==> src/source/uart_consts.svh <==
// UART transmitter constants: FIFO sizing, APB register offsets and divisor limits
`ifndef UART_CONSTS_SVH
`define UART_CONSTS_SVH

// Transmit FIFO, depth must stay a power of two
`define UART_FIFO_DEPTH 4          // Byte slots
`define UART_FIFO_AW    2          // Pointer width, log2 of depth

// APB register map, byte offsets
`define UART_ADDR_TXDATA  12'h000  // Write pushes a byte
`define UART_ADDR_STATUS  12'h004  // Busy, full, empty, level
`define UART_ADDR_DIVISOR 12'h008  // Clk cycles per bit

// Baud divisor
`define UART_DIV_RESET 16          // Value after reset
`define UART_DIV_MIN   2           // Smallest accepted divisor

`endif

==> src/source/apb_pkg.sv <==
// APB bus-side types for the UART register block
package apb_pkg;

    typedef logic [11:0] apb_addr_t;  // Register offset within the slave
    typedef logic [31:0] apb_data_t;  // Read and write data word

    // Register decode result
    typedef enum logic [1:0] {
        REG_TXDATA  = 2'd0,  // Transmit data
        REG_STATUS  = 2'd1,  // Status word
        REG_DIVISOR = 2'd2,  // Baud divisor
        REG_NONE    = 2'd3   // Unmapped offset
    } apb_reg_e;

endpackage

==> src/source/uart_pkg.sv <==
// Serial line-side types for the UART transmit path
package uart_pkg;

    typedef logic [7:0]  uart_byte_t;   // Payload byte
    typedef logic [15:0] uart_div_t;    // Clk cycles per bit
    typedef logic [2:0]  uart_level_t;  // FIFO occupancy, 0 to 4

    // Serializer FSM
    typedef enum logic {
        TX_IDLE  = 1'b0,  // Line high, ready for a byte
        TX_SHIFT = 1'b1   // Frame on the line
    } tx_state_e;

endpackage

==> src/source/uart_tx_if.sv <==
// Transmit path bundle linking the register block, byte FIFO and serializer
`timescale 1ns/10ps

interface uart_tx_if;

    uart_pkg::uart_byte_t  wr_data;   // Byte pushed by the register block
    logic                  wr_en;     // Push strobe
    logic                  full;      // FIFO has no free slot
    uart_pkg::uart_level_t level;     // FIFO occupancy
    uart_pkg::uart_byte_t  rd_data;   // Head entry of the FIFO
    logic                  rd_valid;  // FIFO not empty
    logic                  rd_ready;  // Serializer idle
    logic                  busy;      // Frame in progress
    uart_pkg::uart_div_t   divisor;   // Programmed bit time

    // APB register block
    modport regs (output wr_data, wr_en, divisor,
                  input  full, level, busy);

    // Byte FIFO
    modport fifo (input  wr_data, wr_en, rd_ready,
                  output full, level, rd_data, rd_valid);

    // Serializer
    modport shift (input  rd_data, rd_valid, divisor,
                   output rd_ready, busy);

endinterface

==> src/source/uart_apb_regs.sv <==
// APB register slave: decodes offsets, pushes TX bytes, reports status, holds divisor
`timescale 1ns/10ps
`include "uart_consts.svh"

module uart_apb_regs (
    input  logic               clk,
    input  logic               reset,
    input  logic               psel,
    input  logic               penable,
    input  logic               pwrite,
    input  apb_pkg::apb_addr_t paddr,
    input  apb_pkg::apb_data_t pwdata,
    output apb_pkg::apb_data_t prdata,
    output logic               pready,
    output logic               pslverr,
    uart_tx_if.regs            tx
);

    apb_pkg::apb_reg_e   reg_sel;     // Decoded register
    apb_pkg::apb_data_t  status;      // Status word
    uart_pkg::uart_div_t divisor_q;   // Divisor register
    uart_pkg::uart_div_t wdiv;        // Divisor field of write data
    logic                access_wr;   // Write in access phase
    logic                err_txfull;  // Push into a full FIFO
    logic                err_div;     // Divisor below minimum
    logic                div_wr;      // Accepted divisor write

    // Offset decode
    always_comb begin
        case (paddr)
            `UART_ADDR_TXDATA:  reg_sel = apb_pkg::REG_TXDATA;
            `UART_ADDR_STATUS:  reg_sel = apb_pkg::REG_STATUS;
            `UART_ADDR_DIVISOR: reg_sel = apb_pkg::REG_DIVISOR;
            default:            reg_sel = apb_pkg::REG_NONE;
        endcase
    end

    assign access_wr  = psel & penable & pwrite;  // Takes effect at the closing edge
    assign wdiv       = pwdata[15:0];
    assign err_txfull = access_wr & (reg_sel == apb_pkg::REG_TXDATA) & tx.full;
    assign err_div    = access_wr & (reg_sel == apb_pkg::REG_DIVISOR)
                        & (wdiv < uart_pkg::uart_div_t'(`UART_DIV_MIN));
    assign div_wr     = access_wr & (reg_sel == apb_pkg::REG_DIVISOR) & ~err_div;

    assign pready  = 1'b1;  // Zero wait states
    assign pslverr = (psel & penable & (reg_sel == apb_pkg::REG_NONE))
                     | err_txfull | err_div;

    // Byte push, one edge per accepted write
    assign tx.wr_en   = access_wr & (reg_sel == apb_pkg::REG_TXDATA) & ~tx.full;
    assign tx.wr_data = pwdata[7:0];

    // Bit 0 busy, 1 full, 2 empty, 6:4 level
    assign status = {25'd0, tx.level, 1'b0, (tx.level == '0), tx.full, tx.busy};

    // Read mux, TXDATA reads as zero
    always_comb begin
        case (reg_sel)
            apb_pkg::REG_STATUS:  prdata = status;
            apb_pkg::REG_DIVISOR: prdata = {16'd0, divisor_q};
            default:              prdata = '0;
        endcase
    end

    always_ff @(posedge clk or posedge reset) begin
        if (reset) begin
            divisor_q <= uart_pkg::uart_div_t'(`UART_DIV_RESET);
        end else if (div_wr) begin
            divisor_q <= wdiv;  // Serializer picks it up at next frame
        end
    end

    assign tx.divisor = divisor_q;

endmodule

==> src/source/uart_apb_top.sv <==
// UART transmitter top: APB slave, byte FIFO and serializer on one serial output
`timescale 1ns/10ps

module uart_apb_top (
    input  logic               clk,
    input  logic               reset,
    input  logic               psel,     // APB select
    input  logic               penable,  // Access phase
    input  logic               pwrite,
    input  apb_pkg::apb_addr_t paddr,
    input  apb_pkg::apb_data_t pwdata,
    output apb_pkg::apb_data_t prdata,
    output logic               pready,   // Tied high inside
    output logic               pslverr,
    output logic               ser_out   // RS232 line
);

    uart_tx_if u_tx_if ();  // Internal byte stream and status

    // Bus side
    uart_apb_regs u_regs (
        .clk     (clk),
        .reset   (reset),
        .psel    (psel),
        .penable (penable),
        .pwrite  (pwrite),
        .paddr   (paddr),
        .pwdata  (pwdata),
        .prdata  (prdata),
        .pready  (pready),
        .pslverr (pslverr),
        .tx      (u_tx_if.regs)
    );

    // Byte queue
    uart_tx_fifo u_fifo (
        .clk   (clk),
        .reset (reset),
        .tx    (u_tx_if.fifo)
    );

    // Line side
    uart_tx_shift u_shift (
        .clk     (clk),
        .reset   (reset),
        .tx      (u_tx_if.shift),
        .ser_out (ser_out)
    );

endmodule

==> src/source/uart_tx_fifo.sv <==
// Transmit byte FIFO with push, pop, full, empty and occupancy level
`timescale 1ns/10ps
`include "uart_consts.svh"

module uart_tx_fifo (
    input  logic    clk,
    input  logic    reset,
    uart_tx_if.fifo tx
);

    uart_pkg::uart_byte_t  mem [0:`UART_FIFO_DEPTH-1];  // Byte storage
    logic [`UART_FIFO_AW-1:0] wr_ptr;                   // Next free slot
    logic [`UART_FIFO_AW-1:0] rd_ptr;                   // Head entry
    uart_pkg::uart_level_t count;                       // Occupancy
    logic                  push;
    logic                  pop;

    assign pop  = tx.rd_valid & tx.rd_ready;  // Handshake with serializer
    assign push = tx.wr_en & (~tx.full | pop); // Full is fine if a slot frees now

    assign tx.full     = (count == uart_pkg::uart_level_t'(`UART_FIFO_DEPTH));
    assign tx.level    = count;
    assign tx.rd_valid = (count != '0);
    assign tx.rd_data  = mem[rd_ptr];  // Head shown without a read strobe

    // Byte storage written on push
    always_ff @(posedge clk) begin
        if (push) begin
            mem[wr_ptr] <= tx.wr_data;
        end
    end

    always_ff @(posedge clk or posedge reset) begin
        if (reset) begin
            wr_ptr <= '0;
            rd_ptr <= '0;
            count  <= '0;
        end else begin
            if (push) begin
                wr_ptr <= wr_ptr + 1'b1;  // Wraps since depth is a power of two
            end
            if (pop) begin
                rd_ptr <= rd_ptr + 1'b1;
            end
            case ({push, pop})
                2'b10:   count <= count + 1'b1;
                2'b01:   count <= count - 1'b1;
                default: count <= count;  // Idle or push with pop
            endcase
        end
    end

endmodule

==> src/source/uart_tx_shift.sv <==
// UART serializer: sends start, eight data bits LSB first and stop at a set bit time
`timescale 1ns/10ps
`include "uart_consts.svh"

module uart_tx_shift (
    input  logic     clk,
    input  logic     reset,
    uart_tx_if.shift tx,
    output logic     ser_out
);

    uart_pkg::tx_state_e state;    // FSM state
    logic [8:0]          rshift;   // Byte and start bit, ones shift in
    uart_pkg::uart_div_t div_lat;  // Bit time for this frame
    uart_pkg::uart_div_t cyc_cnt;  // Clk cycles into current bit
    logic [3:0]          bit_cnt;  // Bits completed in frame
    logic                take;     // Byte handed over
    logic                bit_end;  // Last cycle of a bit

    assign tx.rd_ready = (state == uart_pkg::TX_IDLE);
    assign tx.busy     = (state == uart_pkg::TX_SHIFT);
    assign take        = tx.rd_valid & tx.rd_ready;
    assign bit_end     = (cyc_cnt == div_lat - 1'b1);

    assign ser_out = rshift[0];  // Line idles high

    always_ff @(posedge clk or posedge reset) begin
        if (reset) begin
            state   <= uart_pkg::TX_IDLE;
            rshift  <= '1;
            div_lat <= uart_pkg::uart_div_t'(`UART_DIV_RESET);
            cyc_cnt <= '0;
            bit_cnt <= '0;
        end else begin
            case (state)
                uart_pkg::TX_IDLE: begin
                    if (take) begin
                        rshift  <= {tx.rd_data, 1'b0};  // Start bit goes out now
                        div_lat <= tx.divisor;          // Held for the whole frame
                        cyc_cnt <= '0;
                        bit_cnt <= '0;
                        state   <= uart_pkg::TX_SHIFT;
                    end
                end
                uart_pkg::TX_SHIFT: begin
                    if (bit_end) begin
                        cyc_cnt <= '0;
                        rshift  <= {1'b1, rshift[8:1]};  // Next bit, stop bit last
                        bit_cnt <= bit_cnt + 1'b1;
                        if (bit_cnt == 4'd9) begin
                            // Stop bit done, line stays high
                            state <= uart_pkg::TX_IDLE;
                        end
                    end else begin
                        cyc_cnt <= cyc_cnt + 1'b1;
                    end
                end
                default: begin
                    state <= uart_pkg::TX_IDLE;
                end
            endcase
        end
    end

endmodule

==> config.mk <==
export PLATFORM = sky130hd
export DESIGN_NAME = uart_apb_top
export DESIGN_NICKNAME = d
export VERILOG_FILES = /design/src/source/apb_pkg.sv /design/src/source/uart_pkg.sv /design/src/source/uart_tx_if.sv /design/src/source/uart_apb_regs.sv /design/src/source/uart_apb_top.sv /design/src/source/uart_tx_fifo.sv /design/src/source/uart_tx_shift.sv
export VERILOG_INCLUDE_DIRS = /design/src /design/src/source
export SDC_FILE = /design/constraint.sdc
export NUM_CORES = 1
export LEC_CHECK = 0
export ABC_CLOCK_PERIOD_IN_PS = 6830
export CORE_MARGIN = 4
export CORE_UTILIZATION = 45
export CTS_CLUSTER_SIZE = 14
export DETAILED_ROUTE_END_ITERATION = 7
export DONT_BUFFER_PORTS = 1
export SYNTH_ARGS = -nofsm -noshare
export SYNTH_HDL_FRONTEND = slang
export SYNTH_SLANG_ARGS = --single-unit
==> constraint.sdc <==
create_clock -name clk -period 6.83 [get_ports clk]
set_clock_uncertainty 0.15 [all_clocks]
set_input_delay 0.3415 -clock clk [delete_from_list [all_inputs] [get_ports clk]]
set_output_delay 0.3415 -clock clk [all_outputs]
set_load 0.01 [all_outputs]
==> flow_summary.yaml, run 1 <==
timing:
  fmax_ghz: 0.2821
  finalSetupViolations: 0
  rsz0062_at_grt: "no"
  tightest_slew_ps: 878.7
  period_needed_ps: 3545
  hold_slack_ps: -7.551
  fin_crit_sh_pct: 51.91
  slew_violations: 0
  relSlewSlack_pct: 41.42
  tns_ps: 0
  fin_ws_ps: 3285
  hold_viol: 2
logic_synthesis:
  synth_ff_type: "dfrtp_1"
  yosysSeqAreaShare_pct: 49.67
  ys_types: 56
  post_synth.cell_area_avg_sq_um: 11.08
  synthesis.area_sq_mm: 0.005439
  ys_warn_count: 0
  synth-edff-count: 32
  ys_seq_elements: 101
  synth_cells: 491
  synthArstFlopShare_pct: 68.32
grt:
  antenna_found_initial: 0
  grt_pass1_wl_mm: 18.35
  grtUsageTotal_pct: 16.40
  grt_pass1_vias: 3559
  overflow: 0
  grt_start_max_net_pins: 70
drt:
  vias: 3640
  remaining_drc_errors: 0
  wl_per_cell_um: 17.32
  first_pass_iters: 4
  wl_mm: 11.09
  ant_nets: 0
  vias_per_cell: 5.688
  dr.first_iter.drc_count: 154
floorplan:
  die_h_um: 117.9
  start_util_pct: 46.83
  die-area_sq_mm: 0.01391
  fp.dieW_um: 117.9
  boundaryPins: 84
  coreArea_sq_mm: 0.01161
  rows: 39
worst_setup_path:
  reg2regPathDepth: 8
  slowest_delay_ps: 740
  worstSetupEndpoint: "u_shift.cyc_cnt[4]$_DFFE_PP0P_"
  reg2reg_from: "u_shift.div_lat[3]$_DFFE_PP0P_"
  rrSetupSlack_ps: 3280
  crit_slowest_cell: "o31ai_4"
  cp.required_ps: 6910
  critPathArrivalTime_ps: 3620
  path_cells: "or4_4 -> nor4_4 -> xor2_1 -> o31ai_1 -> o21bai_4 -> o31ai_4 -> nor3_1 -> a211o_1"
  critPathKind: "flip-flop to flip-flop"
  cp-start-kind: "flip-flop"
  end_kind: "flip-flop"
  cp_max_fo: 23
  cp-startpoint: "u_shift.div_lat[3]$_DFFE_PP0P_"
  r2r-end: "u_shift.cyc_cnt[4]$_DFFE_PP0P_"
pwr:
  clkPwrFrac_pct: 33.4
  p_sw_share_pct: 29.11
  pwr-share-comb_pct: 14.9
  power_density_mw_per_mm2: 258.9
  p_int_mw: 1.086
  total_leakage_power_nw: 2.513
  seqPwrFrac_pct: 51.7
  peakVddDrop_v: 0.0001839
  power.switching_mw: 0.4462
placement:
  placed_cells: 608
  io_buffers: 0
  post-dp-hpwl_mm: 7.783
  finalWeightedCongestion: 0.8222
  pre_cts_ws_ps: 3268
  place_area_sq_mm: 0.005449
flow_run:
  maxCapViolCount: 0
final_layout:
  diodes: 0
  syn2layout_area_growth_pct: 8.834
  fillCellCount: 1050
  layout-drive-gt1-share_pct: 15.29
  final_cells: 640
  final_design_area_no_fill_sq_mm: 0.005919
  fin_nets: 554
  final_cell_mix: "dfrtp_1 (58), nor2_1 (34), nand2_1 (33), edfxtp_1 (32), mux2_2 (28)"
  final_common_cell: "dfrtp_1"
clock_network:
  cts_max_level: 3
  clock-root-buffer: "clkbuf_16"
  hold_buffers: 16
  cts_tree: "built"
  cts_setup_buffers: 0
  ctsResizeCount: 0
  clk_path_buf_depth: 2
  clk_latency_ps: 350
  path_clk_slew_ps: 80
  clock-sinks: 101
  cts-buffers-inserted: 9
min_path:
  hp-class: "primary input to async pin"
outcome:
  violations: "hold timing"
  status: "complete, but fails checks"
[metal layers]
layer | up-vias | GRT usage, % | share of wire, % | wire length [um]
met4 | 0 | 5.568 | 1.9 | 206
met3 | 16 | 3.508 | 4.9 | 543
met2 | 98 | 26.09 | 48 | 5332
met1 | 1796 | 22.35 | 45 | 5002
met5 | - | 0 | 0 | 0
li1 | 1730 | - | - | -
[synthesized netlist by cell type, types with 3 or more instances]
cell type,instances,share of area (%)
buf_6,3,0.62
o21ai_0,19,1.7
ha_1,12,2.8
nand3b_1,3,0.41
a211o_1,5,0.81
dfrtp_1,58,27
nand3_1,19,1.7
clkbuf_1,22,1.5
and2_1,14,1.6
nor2b_1,5,0.58
inv_1,18,1.2
buf_4,18,2.5
a21o_1,7,0.97
mux4_2,8,3.3
edfxtp_1,32,18
o21bai_1,5,0.69
nand2_1,33,2.3
xor2_1,16,2.6
nor3b_1,5,0.69
a21oi_1,14,1.3
nor3_1,14,1.3
mux2i_1,9,1.7
nand2b_1,4,0.46
nor4_1,14,1.6
and3_1,6,0.69
a22oi_1,6,0.83
nor2_1,35,2.4
or3_1,4,0.46
mux2_2,28,5.8
xnor2_1,11,1.8
dfstp_2,11,5.3
[worst max-delay path: cells and delay by family (launching register included)]
family           cells  cell delay (ps)
AO/OA/AOI/OAI        4             1580
XOR/XNOR             1              110
flip-flops           1              490
AND/OR/NAND/NOR      3             1080
[cell families after synthesis]
| group | after synthesis | synth area share (%) |
|---|---|---|
| buf+inv | 62 | 5.958 |
| other cells | 2 | 0.1381 |
| simple gates | 165 | 15.83 |
| mux | 45 | 10.77 |
| compound gates | 76 | 10.17 |
| xor+xnor | 27 | 4.348 |
| fa+ha+maj | 13 | 3.129 |
| flops | 101 | 49.67 |
[power groups by stage]
| stage | registers [mW] | clock network [mW] | logic (mW) |
|---|---|---|---|
| floorplan | 0.746 | 0 | 0.227 |
| detailed placement | 0.806 | 0 | 0.218 |
| CTS | 0.794 | 0.527 | 0.230 |
| global placement | 0.803 | 0 | 0.209 |
| finish | 0.793 | 0.512 | 0.228 |
| global route | 0.807 | 0.553 | 0.257 |
[through the flow]
step | power (mW) | utilization [%]
floorplan | 0.9732 | -
global placement | 1.012 | 46.92
detailed placement | 1.024 | 46.92
CTS | 1.551 | 50.97
global route | 1.618 | 50.97
finish | 1.533 | 50.97
[area by class of cell]
cell class	instances	area, sq um	area share [%]
inverter	18	67.56	1.141
clock inverter	7	85.08	1.437
tap	143	178.9	3.023
timing repair buffer	19	182.7	3.086
sequential	101	2701	45.64
clock buffer	9	225.2	3.805
multi-input combinational	343	2479	41.87
[how the worst min path moves through the flow]
stage          startpoint                         endpoint  slack, ps
2_1_floorplan   pwdata[0]       u_fifo.mem[0][0]$_DFFE_PP_        290
3_3_place_gp    pwdata[5]       u_fifo.mem[3][5]$_DFFE_PP_        290
3_5_place_dp    pwdata[5]       u_fifo.mem[2][5]$_DFFE_PP_        290
4_1_cts             reset  u_shift.cyc_cnt[10]$_DFFE_PP0P_         30
5_1_grt             reset   u_shift.bit_cnt[0]$_DFFE_PP0P_         70
6_report            reset   u_shift.bit_cnt[0]$_DFFE_PP0P_         -8
[state kept, by name (all words and copies together) (netlist names)]
signal             count
u_fifo.wr_ptr          2
u_shift.tx.busy        1
u_fifo.mem            32
u_shift.rshift         9
u_shift.div_lat       16
u_shift.cyc_cnt       16
u_regs.tx.divisor     16
u_shift.bit_cnt        4
u_fifo.tx.level        3
u_fifo.rd_ptr          2
No activity file was read; power rests on OpenSTA's default activity.
==> inputs of run 2 (changes only) <==
ABC_CLOCK_PERIOD_IN_PS = 3300   (was 6830)
clock period = 3.3 ns   (was 6.83 ns; I/O delays follow)
==> run 2 against run 1 <==
Compared with the run above:
- the run now ends clean
- clock-buffer cell count stayed put
- sequential share of layout area is 0.79 points lower
- die area stayed put
- critical path depth is 1 higher
- core utilization is 0.89 points higher
- register-to-register slack worse by 3100 ps
- non-clock buffer count is 11 higher
- highest routed layer unchanged
==> flow_summary.yaml, run 2 (synthesis gave the netlist of run 1 again) <==
outcome:
  status: "completed"
floorplan:
  rows: 39
  boundaryPins: 84
  die_h_um: 117.9
  die-area_sq_mm: 0.01391
  fp.dieW_um: 117.9
  coreArea_sq_mm: 0.01161
  start_util_pct: 46.83
clock_network:
  clk_path_buf_depth: 2
  cts-buffers-inserted: 9
  clk_latency_ps: 350
  clock-sinks: 101
  cts_tree: "built"
  cts_setup_buffers: 0
  path_clk_slew_ps: 80
  clock-root-buffer: "clkbuf_16"
  cts_max_level: 3
timing:
  tns_ps: 0
  slew_violations: 0
  fmax_ghz: 0.3208
  finalSetupViolations: 0
  relSlewSlack_pct: 29.05
  fin_crit_sh_pct: 94.45
  hold_viol: 0
  fin_ws_ps: 183.1
  rsz0062_at_grt: "no"
  tightest_slew_ps: 1063
  period_needed_ps: 3117
grt:
  antenna_found_initial: 0
  grt_start_max_net_pins: 49
  grt_pass1_vias: 3644
  grt_pass1_wl_mm: 18.60
  overflow: 0
  grtUsageTotal_pct: 16.57
worst_setup_path:
  cp_max_fo: 23
  path_cells: "or4_1 -> nor4_4 -> xor2_1 -> o31ai_2 -> o21bai_4 -> o31ai_4 -> buf_12 -> nor3_1 -> a211o_1"
  rrSetupSlack_ps: 180
  critPathArrivalTime_ps: 3190
  slowest_delay_ps: 620
  crit_slowest_cell: "or4_1"
  reg2regPathDepth: 9
  r2r-end: "u_shift.cyc_cnt[4]$_DFFE_PP0P_"
  cp.required_ps: 3380
  reg2reg_from: "u_shift.div_lat[8]$_DFFE_PP0P_"
  cp-start-kind: "flip-flop"
  critPathKind: "flip-flop to flip-flop"
  end_kind: "flip-flop"
drt:
  dr.first_iter.drc_count: 151
  first_pass_iters: 4
  remaining_drc_errors: 0
  wl_mm: 11.20
  vias: 3641
  ant_nets: 0
  wl_per_cell_um: 17.20
  vias_per_cell: 5.593
final_layout:
  fin_nets: 565
  diodes: 0
  largest_reg_flops: 32
  regMostFlops: "u_fifo.mem"
  syn2layout_area_growth_pct: 10.74
  final_cell_mix: "dfrtp_1 (58), nor2_1 (34), nand2_1 (33), edfxtp_1 (32), mux2_2 (28)"
  layout-drive-gt1-share_pct: 17.32
  final_common_cell: "dfrtp_1"
pwr:
  total_leakage_power_nw: 2.579
  power_density_mw_per_mm2: 529.5
  peakVddDrop_v: 0.0002748
min_path:
  min_from: "paddr[2]"
  holdPathEnd: "u_fifo.wr_ptr[0]$_DFFE_PP0P_"
  hp-class: "primary input to flip-flop"
  whs_path_depth: 5
placement:
  post-dp-hpwl_mm: 8.043
  pre_cts_ws_ps: 82.74
  io_buffers: 0
  finalWeightedCongestion: 0.8666
flow_run:
  maxCapViolCount: 0
-- run 2: worst max-delay path by stage --
stage                                         from                              end  slack (ps)
floorplan           u_shift.div_lat[3]$_DFFE_PP0P_  u_shift.cyc_cnt[11]$_DFFE_PP0P_         250
global placement    u_shift.div_lat[8]$_DFFE_PP0P_   u_shift.cyc_cnt[4]$_DFFE_PP0P_         200
detailed placement  u_shift.div_lat[8]$_DFFE_PP0P_   u_shift.cyc_cnt[4]$_DFFE_PP0P_          80
CTS                 u_shift.div_lat[8]$_DFFE_PP0P_   u_shift.cyc_cnt[4]$_DFFE_PP0P_          60
global route        u_shift.div_lat[8]$_DFFE_PP0P_   u_shift.cyc_cnt[4]$_DFFE_PP0P_          20
finish              u_shift.div_lat[8]$_DFFE_PP0P_   u_shift.cyc_cnt[4]$_DFFE_PP0P_         180
-- run 2: where the power goes --
| part | internal, mW | leakage, nW | switching (mW) | total, mW |
|---|---|---|---|---|
| sequential | 1.45 | 1.18 | 0.197 | 1.64 |
| clock | 0.544 | 0.150 | 0.523 | 1.07 |
| combinational | 0.265 | 1.25 | 0.214 | 0.479 |
-- run 2: critical path, delay by kind of cell (launching register included) --
kind / cells / cell delay [ps]
AOI/OAI and AO/OA: 4 / 1040
xor gates and xnor gates: 1 / 130
buffers and inverters: 1 / 190
DFF: 1 / 440
and+or+nand+nor: 3 / 1040
-- run 2: layout make-up --
type                    count  area, sq um
fillers                  1014         5590
flip-flops and latches    101         2701
multi-input cells         343         2489
repair buffers             30        280.3
clock buffers               9        225.2
well taps                 143        178.9
clock inverters             7        81.33
inverters                  18        67.56
-- run 2: what timing repair did --
item	CTS	global route
setup endpoints to repair	0	4
hold buffers	17	0
endpoints found under the hold margin	83	0
gates resized for setup	0	2
-- run 2: layer usage --
layer	global-route usage (%)	wire, um	share of wire, %
met1	22.71	5154	46
met2	26.59	5294	47
met3	2.883	513	4.6
met4	5.788	235	2.1
met5	0	0	0
-- run 2: stage by stage --
stage	cell area (sq um)	util, %	cells	power [mW]	hold slack, ps
after global placement	5537	47.67	618	2.101	114.2
final	6023	51.86	651	3.189	315.9
after floorplan	5495	-	506	2.014	113.9
after global routing	6023	51.86	651	3.370	352.7
after detailed placement	5537	47.67	618	2.129	114.2
after CTS	6013	51.78	651	3.224	310.6
==> inputs of run 3 (changes only) <==
MAX_ROUTING_LAYER = met4   (was unset)
==> run 3 against run 2 <==
Compared with the run above:
- routed wire length grew 1.5%
- setup slack better by 24 ps
- core utilization decreased by 0.065 points
- critical path type unchanged
- critical endpoint is now u_shift.cyc_cnt[12]$_DFFE_PP0P_
==> flow_summary.yaml, run 3 (synthesis gave the netlist of run 1 again) <==
clock_network:
  cts_setup_buffers: 0
  cts_tree: "built"
  clock-root-buffer: "clkbuf_16"
  clk_path_buf_depth: 2
  clk_latency_ps: 350
  cts-buffers-inserted: 9
  path_clk_slew_ps: 80
  clock-sinks: 101
  cts_max_level: 3
worst_setup_path:
  cp.required_ps: 3380
  cp_max_fo: 23
  cp-start-kind: "flip-flop"
  rrSetupSlack_ps: 210
  critPathArrivalTime_ps: 3170
  end_kind: "flip-flop"
  critPathKind: "flip-flop to flip-flop"
pwr:
  total_leakage_power_nw: 2.570
  power_density_mw_per_mm2: 525.5
  peakVddDrop_v: 0.0002726
timing:
  tns_ps: 0
  fmax_ghz: 0.3233
  slew_violations: 0
  relSlewSlack_pct: 60.06
  rsz0062_at_grt: "no"
  tightest_slew_ps: 594.5
  hold_viol: 0
  period_needed_ps: 3093
  finalSetupViolations: 0
  fin_crit_sh_pct: 93.73
grt:
  overflow: 0
  grtUsageTotal_pct: 17.91
  grt_start_max_net_pins: 25
  antenna_found_initial: 0
  grt_pass1_wl_mm: 19.38
  grt_pass1_vias: 3635
final_layout:
  diodes: 0
  final_cell_mix: "dfrtp_1 (58), nor2_1 (34), nand2_1 (33), edfxtp_1 (32), mux2_2 (28)"
  syn2layout_area_growth_pct: 10.61
  layout-drive-gt1-share_pct: 17.13
  fin_nets: 565
  utilization_pct: 51.80
  fillCellCount: 1040
  final_common_cell: "dfrtp_1"
  largest_reg_flops: 32
  regMostFlops: "u_fifo.mem"
floorplan:
  die_h_um: 117.9
  fp.dieW_um: 117.9
  die-area_sq_mm: 0.01391
  coreArea_sq_mm: 0.01161
  rows: 39
  start_util_pct: 46.83
  boundaryPins: 84
placement:
  io_buffers: 0
  finalWeightedCongestion: 0.8382
  post-dp-hpwl_mm: 8.179
drt:
  ant_nets: 0
  dr.first_iter.drc_count: 162
  vias: 3621
  remaining_drc_errors: 0
  first_pass_iters: 4
  vias_per_cell: 5.562
  wl_per_cell_um: 17.46
  wl_mm: 11.36
min_path:
  hp-class: "primary input to async pin"
outcome:
  status: "completed"
flow_run:
  maxCapViolCount: 0
-- run 3: path summary, 6_finish.rpt --
check | start | to | cells after the start
min | reset | u_fifo.wr_ptr[1]$_DFFE_PP0P_ | 2
max in group asynchronous | reset | u_shift.rshift[0]$_DFFE_PP1P_ | 3
min in group clk | penable | u_regs.tx.divisor[1]$_DFFE_PP0P_ | 3
max | u_shift.div_lat[8]$_DFFE_PP0P_ | u_shift.cyc_cnt[12]$_DFFE_PP0P_ | 9
min reg2reg | u_shift.rshift[5]$_DFFE_PP1P_ | u_shift.rshift[5]$_DFFE_PP1P_ | 2
max reg2reg | u_shift.div_lat[8]$_DFFE_PP0P_ | u_shift.cyc_cnt[12]$_DFFE_PP0P_ | 9
-- run 3: through the flow --
| stage | total power [mW] | worst slack [ps] | area, sq um | instances | hold slack, ps |
|---|---|---|---|---|---|
| 2_1_floorplan | 2.014 | 248.1 | 5495 | 506 | 113.9 |
| 3_3_place_gp | 2.101 | 201.0 | 5537 | 618 | -28.82 |
| 3_5_place_dp | 2.123 | 116.6 | 5537 | 618 | -15.37 |
| 4_1_cts | 3.203 | 104.2 | 6011 | 651 | 192.1 |
| 5_1_grt | 3.351 | 2.682 | 6016 | 651 | 206.6 |
| 6_report | 3.161 | 207.0 | 6016 | 651 | 172.3 |
-- run 3: final cells by class --
type | instances | area (sq um) | area share, %
Multi-Input combinational cell | 343 | 2484 | 41.29
Sequential cell | 101 | 2701 | 44.90
Clock inverter | 7 | 78.83 | 1.310
Tap cell | 143 | 178.9 | 2.974
Clock buffer | 9 | 225.2 | 3.744
Inverter | 18 | 67.56 | 1.123
Timing Repair Buffer | 30 | 280.3 | 4.659
-- run 3: worst max-delay path: stages, from the launching register on --
cell and delay (ps):
dfrtp_1 430, or4_1 620, nor4_4 360, xor2_1 130, o31ai_2 330, o21bai_4 160
o31ai_4 270, buf_12 190, nor3_1 60, a211o_1 270
-- run 3: what timing repair did --
item / CTS / global route
gates resized for setup: 0 / 1
hold buffers: 17 / 0
endpoints found under the hold margin: 70 / 0
endpoints found under the setup margin: 0 / 3
-- run 3: power by group --
group | total (mW) | switching [mW] | internal (mW) | leakage (nW)
logic | 0.471 | 0.208 | 0.263 | 1.25
clock network | 1.05 | 0.513 | 0.536 | 0.141
registers | 1.64 | 0.196 | 1.45 | 1.18
-- run 3: per-layer routing --
metal / routed length [um] / part of all wire (%) / vias to the layer above / GRT usage (%)
met4: 224 / 2.0 / 0 / 5.348
met3: 541 / 4.8 / 11 / 3.796
li1: - / - / 1745 / -
met5: 0 / 0 / - / -
met1: 5364 / 47 / 1776 / 24.57
met2: 5234 / 46 / 89 / 26.91
